### config.mk
export PLATFORM = sky130hd
export DESIGN_NAME = rob_top
export DESIGN_NICKNAME = d
export VERILOG_FILES = /design/src/logic/rob_pkg.sv /design/src/logic/rob_ptr_counter.sv /design/src/logic/rob_entry_store.sv /design/src/logic/rob_ctrl.sv /design/src/logic/rob_top.sv
export SDC_FILE = /design/constraint.sdc
export NUM_CORES = 1
export LEC_CHECK = 0
export BUFFER_PORTS_ARGS = -buffer_cell sky130_fd_sc_hd__buf_2
export CORE_ASPECT_RATIO = 1.25
export CORE_MARGIN = 2
export CORE_UTILIZATION = 30
export CTS_BUF_LIST = sky130_fd_sc_hd__clkbuf_8
export DETAILED_ROUTE_END_ITERATION = 16
export HOLD_SLACK_MARGIN = 0.05
export PLACE_DENSITY = 0.56
export SYNTH_ARGS = -nofsm -noshare
export SYNTH_HDL_FRONTEND = slang
export SYNTH_SLANG_ARGS = --single-unit
### constraint.sdc
create_clock -name clk -period 5.9 [get_ports clk]
set_input_delay 0.295 -clock clk [delete_from_list [all_inputs] [get_ports clk]]
set_output_delay 0.295 -clock clk [all_outputs]
set_load 0.005 [all_outputs]
### src/logic/rob_pkg.sv
package rob_pkg;

    // buffer and register file sizes.
    localparam int ROB_DEPTH = 16;
    localparam int ARCH_REGS = 32;
    localparam int PHYS_REGS = 64;

    localparam int ROB_IDX_W  = $clog2(ROB_DEPTH);
    localparam int ARCH_REG_W = $clog2(ARCH_REGS);
    localparam int PHYS_REG_W = $clog2(PHYS_REGS);

    typedef logic [ROB_IDX_W-1:0] rob_idx_t;

    // one extra bit so a full buffer is distinct from an empty one.
    typedef logic [ROB_IDX_W:0] rob_cnt_t;

    typedef logic [ARCH_REG_W-1:0] arch_reg_t;
    typedef logic [PHYS_REG_W-1:0] phys_reg_t;

    // one renamed destination.
    typedef struct packed {
        arch_reg_t arch;
        phys_reg_t phys;
        phys_reg_t old_phys;
    } rob_entry_t;

    // allocation request from the mapper.
    typedef struct packed {
        logic       valid;
        rob_entry_t entry;
    } rob_alloc_t;

    // completion notice, by buffer index.
    typedef struct packed {
        logic     valid;
        rob_idx_t idx;
    } rob_finish_t;

    // entry handed back to the mapper on commit or rollback.
    typedef struct packed {
        logic       valid;
        rob_entry_t entry;
    } rob_release_t;

    typedef enum logic {
        ROB_RUN   = 1'b0,
        ROB_FLUSH = 1'b1
    } rob_state_t;

endpackage

### src/logic/rob_ptr_counter.sv
`timescale 1ns/1ns

module rob_ptr_counter (
    input  logic              clk,
    input  logic              rst_n,
    input  logic              alloc_en,
    input  logic              retire_en,
    input  logic              rollback_en,
    output rob_pkg::rob_idx_t rd_ptr,
    output rob_pkg::rob_idx_t wr_ptr,
    output rob_pkg::rob_idx_t last_ptr,
    output logic              empty
);

    import rob_pkg::*;

    rob_idx_t rd_ptr_q;
    rob_idx_t wr_ptr_q;
    rob_idx_t rd_ptr_next;
    rob_idx_t wr_ptr_next;
    rob_cnt_t count;
    rob_cnt_t count_next;
    logic     release_en;

    // retire and rollback never happen in the same cycle.
    assign release_en = retire_en || rollback_en;

    // depth is a power of two, so index arithmetic wraps by itself.
    always_comb begin
        rd_ptr_next = rd_ptr_q;
        wr_ptr_next = wr_ptr_q;

        if (retire_en) begin
            rd_ptr_next = rd_ptr_q + 1'b1;
        end

        if (rollback_en) begin
            wr_ptr_next = wr_ptr_q - 1'b1;
        end else if (alloc_en) begin
            wr_ptr_next = wr_ptr_q + 1'b1;
        end
    end

    always_comb begin
        count_next = count;
        if (alloc_en && !release_en) begin
            count_next = count + 1'b1;
        end else if (!alloc_en && release_en) begin
            count_next = count - 1'b1;
        end
    end

    always_ff @(posedge clk or negedge rst_n) begin
        if (!rst_n) begin
            rd_ptr_q <= '0;
            wr_ptr_q <= '0;
            count    <= '0;
        end else begin
            rd_ptr_q <= rd_ptr_next;
            wr_ptr_q <= wr_ptr_next;
            count    <= count_next;
        end
    end

    assign rd_ptr = rd_ptr_q;
    assign wr_ptr = wr_ptr_q;

    // youngest live entry sits just behind the tail.
    assign last_ptr = wr_ptr_q - 1'b1;

    assign empty = (count == '0);

endmodule

### src/logic/rob_entry_store.sv
`timescale 1ns/1ns

module rob_entry_store (
    input  logic                 clk,
    input  logic                 rst_n,
    input  rob_pkg::rob_alloc_t  alloc,
    input  rob_pkg::rob_idx_t    wr_ptr,
    input  rob_pkg::rob_idx_t    rd_ptr,
    input  rob_pkg::rob_idx_t    last_ptr,
    input  rob_pkg::rob_finish_t finish,
    input  logic                 flushing,
    output rob_pkg::rob_entry_t  head_entry,
    output rob_pkg::rob_entry_t  tail_entry,
    output logic                 head_done
);

    import rob_pkg::*;

    rob_entry_t             entries [ROB_DEPTH];
    logic [ROB_DEPTH-1:0]   done;
    logic                   finish_ok;

    // completions that land during a flush belong to squashed work.
    assign finish_ok = finish.valid && !flushing;

    always_ff @(posedge clk) begin
        if (alloc.valid) begin
            entries[wr_ptr] <= alloc.entry;
        end
    end

    always_ff @(posedge clk or negedge rst_n) begin
        if (!rst_n) begin
            done <= '0;
        end else begin
            if (finish_ok) begin
                done[finish.idx] <= 1'b1;
            end
            // a fresh entry always starts unfinished.
            if (alloc.valid) begin
                done[wr_ptr] <= 1'b0;
            end
        end
    end

    // oldest entry for retirement.
    assign head_entry = entries[rd_ptr];
    assign head_done  = done[rd_ptr];

    // youngest entry for rollback.
    assign tail_entry = entries[last_ptr];

endmodule

### src/logic/rob_ctrl.sv
`timescale 1ns/1ns

module rob_ctrl (
    input  logic                  clk,
    input  logic                  rst_n,
    input  logic                  except,
    input  logic                  empty,
    input  logic                  head_done,
    input  rob_pkg::rob_entry_t   head_entry,
    input  rob_pkg::rob_entry_t   tail_entry,
    output logic                  retire_en,
    output logic                  rollback_en,
    output logic                  credit_return,
    output logic                  flushing,
    output rob_pkg::rob_release_t commit,
    output rob_pkg::rob_release_t rollback
);

    import rob_pkg::*;

    rob_state_t state;
    rob_state_t state_next;
    logic       in_run;
    logic       in_flush;

    assign in_run   = (state == ROB_RUN);
    assign in_flush = (state == ROB_FLUSH);

    always_comb begin
        state_next = state;
        case (state)
            ROB_RUN: begin
                if (except) begin
                    state_next = ROB_FLUSH;
                end
            end
            ROB_FLUSH: begin
                // leave once the last rollback has drained the buffer.
                if (empty) begin
                    state_next = ROB_RUN;
                end
            end
            default: state_next = ROB_RUN;
        endcase
    end

    always_ff @(posedge clk or negedge rst_n) begin
        if (!rst_n) begin
            state <= ROB_RUN;
        end else begin
            state <= state_next;
        end
    end

    // oldest entry leaves only once finished, never in the except cycle.
    assign retire_en = in_run && !empty && head_done && !except;

    // walk back from the youngest entry, one per cycle.
    assign rollback_en = in_flush && !empty;

    assign flushing      = rollback_en;
    assign credit_return = retire_en || rollback_en;

    always_comb begin
        commit.valid   = retire_en;
        commit.entry   = head_entry;
        rollback.valid = rollback_en;
        rollback.entry = tail_entry;
    end

endmodule

### src/logic/rob_top.sv
`timescale 1ns/1ns

module rob_top (
    input  logic                  clk,
    input  logic                  rst_n,
    input  rob_pkg::rob_alloc_t   alloc,
    output rob_pkg::rob_idx_t     alloc_idx,
    input  rob_pkg::rob_finish_t  finish,
    input  logic                  except,
    output rob_pkg::rob_release_t commit,
    output rob_pkg::rob_release_t rollback,
    output logic                  credit_return,
    output logic                  flushing
);

    import rob_pkg::*;

    rob_idx_t   rd_ptr;
    rob_idx_t   wr_ptr;
    rob_idx_t   last_ptr;
    logic       empty;
    logic       retire_en;
    logic       rollback_en;
    logic       head_done;
    rob_entry_t head_entry;
    rob_entry_t tail_entry;

    // next allocation lands at the tail.
    assign alloc_idx = wr_ptr;

    rob_ptr_counter ptr_counter_inst (
        .clk         (clk),
        .rst_n       (rst_n),
        .alloc_en    (alloc.valid),
        .retire_en   (retire_en),
        .rollback_en (rollback_en),
        .rd_ptr      (rd_ptr),
        .wr_ptr      (wr_ptr),
        .last_ptr    (last_ptr),
        .empty       (empty)
    );

    rob_entry_store entry_store_inst (
        .clk        (clk),
        .rst_n      (rst_n),
        .alloc      (alloc),
        .wr_ptr     (wr_ptr),
        .rd_ptr     (rd_ptr),
        .last_ptr   (last_ptr),
        .finish     (finish),
        .flushing   (flushing),
        .head_entry (head_entry),
        .tail_entry (tail_entry),
        .head_done  (head_done)
    );

    rob_ctrl ctrl_inst (
        .clk           (clk),
        .rst_n         (rst_n),
        .except        (except),
        .empty         (empty),
        .head_done     (head_done),
        .head_entry    (head_entry),
        .tail_entry    (tail_entry),
        .retire_en     (retire_en),
        .rollback_en   (rollback_en),
        .credit_return (credit_return),
        .flushing      (flushing),
        .commit        (commit),
        .rollback      (rollback)
    );

endmodule

[Yosys cells after proc, flatten, opt, wreduce, memory -nomap -nowiden]
Memories as Yosys holds them, arrays and structs flattened.
Index checks and enable logic that the tools add are counted.
W data, S select, Z words.
Storage, ports and cells
  register bits: 30
  bits in writable memories: 272
  bits of input ports: 26
  logic and storage cells: 55
  memories: 1
Memories
  entry_store_inst.entries: depth 16, bits a word 17, read ports 2, clocked after Yosys merged registers in 0, write ports 1, line rob_entry_store.sv:19  | rob_entry_t entries [ROB_DEPTH];
Cells by class
  add/subtract/negate cells: 5
  magnitude comparators: 5
  multiplexer cells: 17
  bitwise logic cells: 4
  reductions and logical operators: 18
Operators with widths (count)
  $mux W16: 2
  $and A16 B16 Y16: 1
  $not A16 Y16: 1
  $or A16 B16 Y16: 1
  $lt A4 B5 Y1 const B: 3
  $mux W5: 2
  $logic_and A1 B1 Y1: 9
  $add A4 B1 Y4 const B: 2
  $demux W1 S4: 2
  $ge A4 B1 Y1 const B: 2
  $mux W4: 2
  $mux W1: 7
  $add A5 B1 Y5 const B: 1
  $logic_not A1 Y1: 5
  $logic_not A5 Y1: 1
  $sub A5 B1 Y5 const B: 1
  $bmux W1 S4: 1
  $reduce_bool A2 Y1: 2
  $sub A4 B1 Y4 const B: 1
  $pmux W1 S2: 1
  $logic_or A1 B1 Y1: 1
  $not A1 Y1: 1

[Depth between registers and ports, before layout]
Gate-level depths: netlist of the first run.
  depth after elaboration: 9
  mapped depth: 14
  depth with buffers taken out: 13

[By module]
Synthesis of the first run repeated with hierarchy kept, for this count alone.
Second synthesis, totals
  cells, all modules: 773
  area, all modules: 14174.8 um^2
By module, submodules not included
  rob_entry_store: instances 1, cells each 651, area an instance 13032.5 um^2
  rob_ptr_counter: instances 1, cells each 77, area an instance 793.3 um^2
  rob_ctrl: instances 1, cells each 45, area an instance 349.1 um^2

[Least setup slack after synthesis of the first run]
OpenSTA, ideal clock, no wires.
  kind: reg-to-reg
  from: register ptr_counter_inst.rd_ptr_q[1] (netlist: ptr_counter_inst.rd_ptr[1])
  to: register ptr_counter_inst.count[4]
  library setup time: 0.079 ns
  data arrival time: 3.092 ns
  required time: 5.821 ns
  slack: 2.729 ns
  stages on the path, launching flop included: 15
  clock period less this slack: 3.171 ns
  path through: dfrtp_1 -> and2_1 -> clkbuf_1 -> a221o_1 -> or3_4 -> o31ai_4 -> nor2_1 -> ha_1 -> inv_1 -> ha_1 -> nor2b_1 -> o21a_1 -> or3_1 -> a21oi_1 -> xor2_1
On the way
  word-level cells in the longest chain between the ends: 8
  elaborated cells on any way between the ends: 10
RTL lines
  start: declaration: line rob_ptr_counter.sv:17  | rob_idx_t rd_ptr_q;
  start signal: assignment: line rob_ptr_counter.sv:59  | rd_ptr_q <= rd_ptr_next;
  $bmux W1 S4 *: line rob_entry_store.sv:48  | assign head_done = done[rd_ptr];
  $mux W1 (not written as such) *: line rob_entry_store.sv:48
  $logic_and A1 B1 Y1 * (2 in a row): line rob_ctrl.sv:56  | assign retire_en = in_run && !empty && head_done && !except;
  net ctrl_inst.retire_en: line rob_ctrl.sv:11  | output logic retire_en,
  $logic_or A1 B1 Y1 *: line rob_ptr_counter.sv:26  | assign release_en = retire_en || rollback_en;
  $logic_not A1 Y1: line rob_ptr_counter.sv:46  | if (alloc_en && !release_en) begin
  $logic_and A1 B1 Y1: line rob_ptr_counter.sv:46
  $mux W5 or $reduce_bool A2 Y1 (tied branches)
  end signal: assignment: line rob_ptr_counter.sv:61  | count <= count_next;
  end: declaration: line rob_ptr_counter.sv:21  | rob_cnt_t count;
Mark *: on every way through the listed nets, which the timed path passes. The rest lies on a longest branch. The select of a mux whose other input is x is not followed.
A chain may end at the register's enable or synchronous reset.

==> results of run 1 <==
routing by layer:
| layer | vias to the layer above | track usage, % | part of all wire, % |
|---|---|---|---|
| li1 | 3650 | - | - |
| met1 | 4338 | 18.34 | 40 |
| met2 | 214 | 28.23 | 53 |
| met3 | 55 | 2.564 | 4.6 |
| met4 | 0 | 5.092 | 2.5 |
| met5 | - | 0 | 0 |
worst max-delay path, cell delays in order (launching register included):
cell and delay [ns]:
dfrtp_4 0.50, inv_2 0.05, buf_4 0.51, ha_1 0.40, xor2_4 0.15, buf_4 0.74
mux4_2 0.37, mux2i_1 0.08, a21oi_1 0.31, buf_2 0.17
cells by family (layout without fill, tap and decap cells):
group	Yosys count	in the layout	synth area share, %
other	0	1	0
XOR/XNOR	10	10	0.6169
flip-flops	302	302	62.82
AND/OR/NAND/NOR	112	112	3.737
buffers and inverters	69	198	2.194
AO/OA/AOI/OAI	139	139	6.751
adder cells (fa/ha/maj)	11	11	1.022
multiplexers	195	195	22.86
flip-flops by register name (all words and copies together), names as in the netlist:
name	flops
ptr_counter_inst.wr_ptr	4
ptr_counter_inst.count	5
ctrl_inst.in_flush	1
entry_store_inst.done	16
ptr_counter_inst.rd_ptr	4
entry_store_inst.entries	272
stage by stage:
step | std cells | hold slack [ns] | worst slack [ns] | util, % | total power [mW]
3_3_place_gp | 1515 | 0.3897 | 2.061 | 32.78 | 6.394
2_1_floorplan | 838 | -0.0005911 | 2.729 | - | 5.196
6_report | 1605 | 0.08490 | 1.666 | 34.76 | 7.974
4_1_cts | 1604 | 0.05165 | 1.527 | 34.76 | 8.105
5_1_grt | 1604 | 0.08063 | 1.417 | 34.76 | 8.460
3_5_place_dp | 1515 | 0.3958 | 1.977 | 32.78 | 6.416
cell type report:
cell class,count,area [µm²]
flip-flops and latches,302,8927
clock inverters,36,224.0
multi-input cells,467,5065
clock buffers,47,646.9
repair buffers,105,635.6
inverters,10,37.54
well taps,637,797.0
diodes,1,2.502
fillers,4568,30660
cells in the final DEF (no fill, tap or decap), types with 2 or more instances in the layout:
cell type      netlist  layout
a211oi_1            17      17
a21oi_1             36      36
a221oi_1            34      34
a22oi_1             18      18
a31oi_1              4       4
buf_2               24      67
buf_4                4      32
bufinv_16            0       3
clkbuf_8             0      47
clkinv_1             1      14
clkinv_2             0       5
dfrtp_1             30      27
dfrtp_4              0       2
dlygate4sd3_1        0       6
edfxtp_1           272     272
ha_1                10       9
inv_1                8      22
mux2i_1             91      91
mux4_2             103     103
nand2_1             28      28
nand2b_1             2       2
nor2_1              39      27
nor2_2               0      12
nor2b_1             21      20
nor3_1               7       3
nor3_2               0       4
nor4_1               6       6
o21a_1               2       2
o21ai_0             21      21
or3_1                2       2
xnor2_1              5       4
xor2_1               5       4
final timing paths:
path	from	end	slack (ns)	depth (start not counted)
setup / recovery	ptr_counter_inst.wr_ptr[0]	rollback[10]	1.67	9
hold / removal	alloc[0]	entry_store_inst.entries[7][0]	0.08	1
setup reg to reg	ptr_counter_inst.rd_ptr[2]	ptr_counter_inst.count[4]	1.94	15
hold reg to reg	ptr_counter_inst.count[4]	ptr_counter_inst.count[4]	0.47	1
max in group asynchronous	rst_n	ptr_counter_inst.rd_ptr[0]	5.03	2
min in group asynchronous	rst_n	ptr_counter_inst.wr_ptr[0]	0.32	2
power groups by stage:
| stage | clock [mW] | sequential (mW) | combinational (mW) |
|---|---|---|---|
| 2_1_floorplan | 0 | 2.76 | 2.44 |
| 3_3_place_gp | 0 | 2.87 | 3.52 |
| 3_5_place_dp | 0 | 2.88 | 3.54 |
| 4_1_cts | 1.72 | 2.84 | 3.55 |
| 5_1_grt | 1.81 | 2.87 | 3.79 |
| 6_report | 1.68 | 2.83 | 3.46 |
==> out/metrics.cfg, run 1 <==
[route]
drt_iter0_drc=662
ant_nets=0
vias=8257
drc=0
drtPass1Iterations=5
wl_per_cell_um=23.34
vias_per_cell=5.145
routed_wl_um=37460

[setup_path]
endpoint_kind=primary output
critPathLaunchType=flip-flop
cp.arrival_ns=3.94
critPathMaxFanout=68
cp.required_ns=5.61
critPathKind=flip-flop to primary output

[worst_hold_path]
hold_path_class=primary input to flip-flop

[sta]
rsz0062_at_grt=false
fin_setup_tns_ns=0
maxSlewViolCount=0
slew_headroom_pct=31.88
finalHoldViolCount=0
finalClockSkew_ns=0.01822
layout_min_cycle_time_ns=4.234
fmax_ghz=0.2362
worst_slew_pin_slew_ns=1.022
timing.final.crit_share_pct=71.77
setup_viol=0

[synthesis]
yosys.area.top_type_share_pct=57.53
ys_seq_elements=302
async_flop_share_pct=9.934
synth_commonest_cells=272 x edfxtp_1, 103 x mux4_2, 91 x mux2i_1
seq_area_frac_synth_pct=62.82
synth_area_per_cell_um2=16.94
yosysWarnings=0
synthTopCellsByArea=edfxtp_1 58%, mux4_2 16%, mux2i_1 6.4%
yosysMostFrequentCell=edfxtp_1
synth_edf_count=272
synth_flop_cell=edfxtp_1
syn-num-nets=875
netlist_area_um2=14200
synth.distinct_cells=45
postSynthCellCount=838
yosysTopAreaCell=edfxtp_1

[clocking]
cts_tree=built
clockBufferDepth=3
cts_sinks=302
cts_htree_levels=2
holdBufCountCts=6
insertion_delay_ns=0.59
cts_buffers=46
ctsResizeCount=0
cts_setup_buffers=0
clk_pin_slew_ns=0.07
cts_root_buf=clkbuf_8

[final_layout]
layout.nets=969
drive_gt1_share_pct=29.68
area_delta_synth_final_pct=15.06
final_cell_area_um2=16340

[pwr]
combPwrFrac_pct=43.4
p_int_mw=5.083
p_sw_share_pct=36.25
ir_worst_vdd_mv=0.2930
p_leak_nw=5.411
power_frac_clock_pct=21.0
cellPowerDensity_nw_per_um2=488.1
power_frac_seq_pct=35.5
p_sw_mw=2.890

[global_route]
antenna_found_initial=0
grt_pass1_vias=8701
grt_max_degree=69
gr-usage-all-layers_pct=15.45
overflow=0
grt_first_pass_wirelength_um=55610

[flow_run]
max_cap_violations=0

[floorplan]
start_util_pct=30.21
die_y_um=247.2
num_io_pins=68
rows=89
die_area_um2=49090
die_w_um=198.6
coreArea_um2=46990

[placement]
dp_hpwl_um=23040
gp_congestion=0.7538
dpl_cell_area_um2=15400
port_buffers=67

[outcome]
outcome=completed

(Power assumes the default switching activity.)
==> run 2, diff against run 1 <==
- ABC_AREA: unset -> 1
- clock period: 5.9 -> 4.4 ns (I/O delays scaled with it)
==> out/metrics.cfg, run 2 <==
[sta]
slew_headroom_pct=31.04  ; -0.84 points
fin_setup_tns_ns=0  ; unchanged
timing.final.crit_share_pct=87.51
finalClockSkew_ns=0.02007  ; +0.001848 ns
worst_slew_pin_slew_ns=1.034  ; +0.01262 ns
fin_ws_ns=0.5496  ; -1.116 ns
layout_min_cycle_time_ns=3.850
maxSlewViolCount=0  ; unchanged
setup_viol=0  ; unchanged
finalHoldViolCount=0  ; unchanged
rsz0062_at_grt=false
fmax_ghz=0.2597

[clocking]
cts_buffers=50  ; +8.7%
clockBufferDepth=3  ; unchanged
cts_root_buf=clkbuf_8
clk_pin_slew_ns=0.06  ; about the same
insertion_delay_ns=0.60  ; about the same
cts_htree_levels=2  ; unchanged
ctsResizeCount=0  ; unchanged
holdBufCountCts=28  ; +22
cts_setup_buffers=0  ; unchanged
cts_sinks=302  ; unchanged
cts_tree=built

[route]
ant_nets=0  ; unchanged
wl_per_cell_um=21.12  ; -9.5%
vias_per_cell=5.337  ; +3.7%
drc=0  ; unchanged
vias=12150  ; +47%
drtPass1Iterations=6  ; +1
drt_iter0_drc=1171  ; +77%
routed_wl_um=48080  ; +28%

[placement]
dpl_cell_area_um2=16050  ; +4.2%
preCtsSetupSlack_ns=1.135  ; -0.8424 ns
gp_congestion=0.7963  ; +5.6%
dp_hpwl_um=27460  ; +19%
port_buffers=67  ; unchanged

[floorplan]
coreArea_um2=49530  ; +5.4%
die_area_um2=52140  ; +6.2%
die_y_um=254.8  ; +3.1%
die_w_um=204.6  ; +3.1%
start_util_pct=30.48  ; +0.27 points
num_io_pins=68  ; unchanged
rows=91  ; +2.2%

[setup_path]
endpoint_kind=primary output
critPathKind=flip-flop to primary output
critPathMaxFanout=50  ; -26%
cp.arrival_ns=3.63  ; -0.31 ns
cp.required_ns=4.18  ; -1.43 ns
ff2ff_setup_slack_ns=1.14  ; -0.80 ns
critPathLaunchType=flip-flop

[synthesis]
synth.distinct_cells=30  ; -33%
yosys.area.top_type_share_pct=54.10  ; -3.4 points
synth_commonest_cells=272 x edfxtp_1, 223 x o21ai_0, 152 x nand2_1
synthTopCellsByArea=edfxtp_1 54%, o21ai_0 7.4%, o211ai_1 5.3%
netlist_area_um2=15100  ; +6.3%
yosysWarnings=0  ; unchanged
postSynthCellCount=1519  ; +81%
yosysTopAreaCell=edfxtp_1
seq_area_frac_synth_pct=59.08  ; -3.7 points
yosysMostFrequentCell=edfxtp_1
async_flop_share_pct=9.934  ; unchanged
synth_edf_count=272  ; unchanged
syn-num-nets=1556  ; +78%
synth_flop_cell=edfxtp_1
ys_seq_elements=302  ; unchanged
synth_area_per_cell_um2=9.939  ; -41%

[global_route]
grt_first_pass_wirelength_um=72600  ; +31%
gr-usage-all-layers_pct=18.33  ; +2.9 points
antenna_found_initial=1  ; +1
grt_pass1_vias=12030  ; +38%
grt_max_degree=220  ; +220%
overflow=0  ; unchanged

[final_layout]
fillers=5061  ; +11%
area_delta_synth_final_pct=14.11
final_common_cell=edfxtp_1
final_cell_mix=272 x edfxtp_1, 223 x o21ai_0, 164 x inv_1, 152 x nand2_1, 132 x a21oi_1
largestRegisters=entry_store_inst.entries: 272 flops, entry_store_inst.done: 16 flops, ptr_counter_inst.count: 5 flops
layout.nets=1622  ; +67%
top_register=entry_store_inst.entries
final_cell_area_um2=17230  ; +5.5%
largest_register_ffs=272  ; unchanged
drive_gt1_share_pct=13.17  ; -17 points

[pwr]
fin_total_pwr_mw=12.72  ; +59%
p_leak_nw=6.339  ; +17%
cellPowerDensity_nw_per_um2=738.3  ; +51%
ir_worst_vdd_mv=0.5761  ; +97%

[flow_run]
max_cap_violations=0  ; unchanged

[outcome]
outcome=completed

[worst_hold_path]
hold_path_class=primary input to flip-flop

## run 2: cell types whose count changed after synthesis, sizes merged, moves of 34 or more
cell	delta
a21oi	+96
nor2	+98
mux4	-103
nand2	+127
inv	+137
mux2i	-91
buf	+41
o211ai	+128
o21ai	+231
nand3	+104
a221oi	-34
## run 2: critical path, stage by stage, from the launching register on
cell and delay, ns:
dfrtp_1 0.77, inv_4 0.25, buf_4 0.56, buf_4 0.54, o21ai_0 0.16, o211ai_1 0.19, nand3_1 0.14, nand2_1 0.17
buf_2 0.14
## run 2: area by class of cell
cell class	count	area, µm²	share of cell area (%)
antenna	1	2.502	0.01453
clock buffer	54	743.2	4.314
clock inverter	38	155.1	0.9006
inverter	146	555.5	3.225
multi-input combinational	957	5130	29.78
sequential	302	8925	51.81
tap	651	814.5	4.728
timing repair buffer	128	900.9	5.230
## run 2: power by group
| part | leakage, nW | switching [mW] | total [mW] | internal (mW) |
|---|---|---|---|---|
| Combinational | 2.96 | 4.54 | 6.64 | 2.10 |
| Clock | 0.552 | 1.16 | 2.29 | 1.13 |
| Sequential | 2.82 | 0.270 | 3.78 | 3.51 |
| Total | 6.34 | 5.97 | 12.7 | 6.75 |
## run 2: cells by family (layout without fill, tap and decap cells)
logic type      after synthesis  in the layout  synth area share, %
fa+ha+maj                    11             11               0.9614
flops                       302            302                59.08
buf+inv                     260            366                7.293
compound gates              532            532                20.83
other cells                   0              1                    0
xor+xnor                      9              9               0.6465
simple gates                405            405                11.20
## run 2: stage by stage
step           instances  util, %  hold slack (ns)
2_1_floorplan       1519        -         -0.07559
3_3_place_gp        2156    32.40           0.3168
3_5_place_dp        2156    32.40           0.3303
4_1_cts             2276    34.78          0.09004
5_1_grt             2277    34.78           0.1373
6_report            2277    34.78           0.1088
## run 2: layer usage
metal  GRT usage, %  routed length (µm)  vias up
met5              0                   0        -
met4          7.226                1642        0
met3          3.514                3812      109
met2          29.44               22230      549
met1          24.35               20400     5914
li1               -                   -     5581
## run 2: path summary, 6_finish.rpt
check	end	cells after the start	start
min in group asynchronous	entry_store_inst.done[3]	2	rst_n
max in group asynchronous	ptr_counter_inst.wr_ptr[0]	2	rst_n
worst min register to register	entry_store_inst.done[10]	2	entry_store_inst.done[10]
worst max-delay path	commit[5]	8	ptr_counter_inst.rd_ptr[1]
worst min-delay path	entry_store_inst.done[15]	5	finish[4]
worst max register to register	ptr_counter_inst.count[4]	16	ptr_counter_inst.rd_ptr[1]
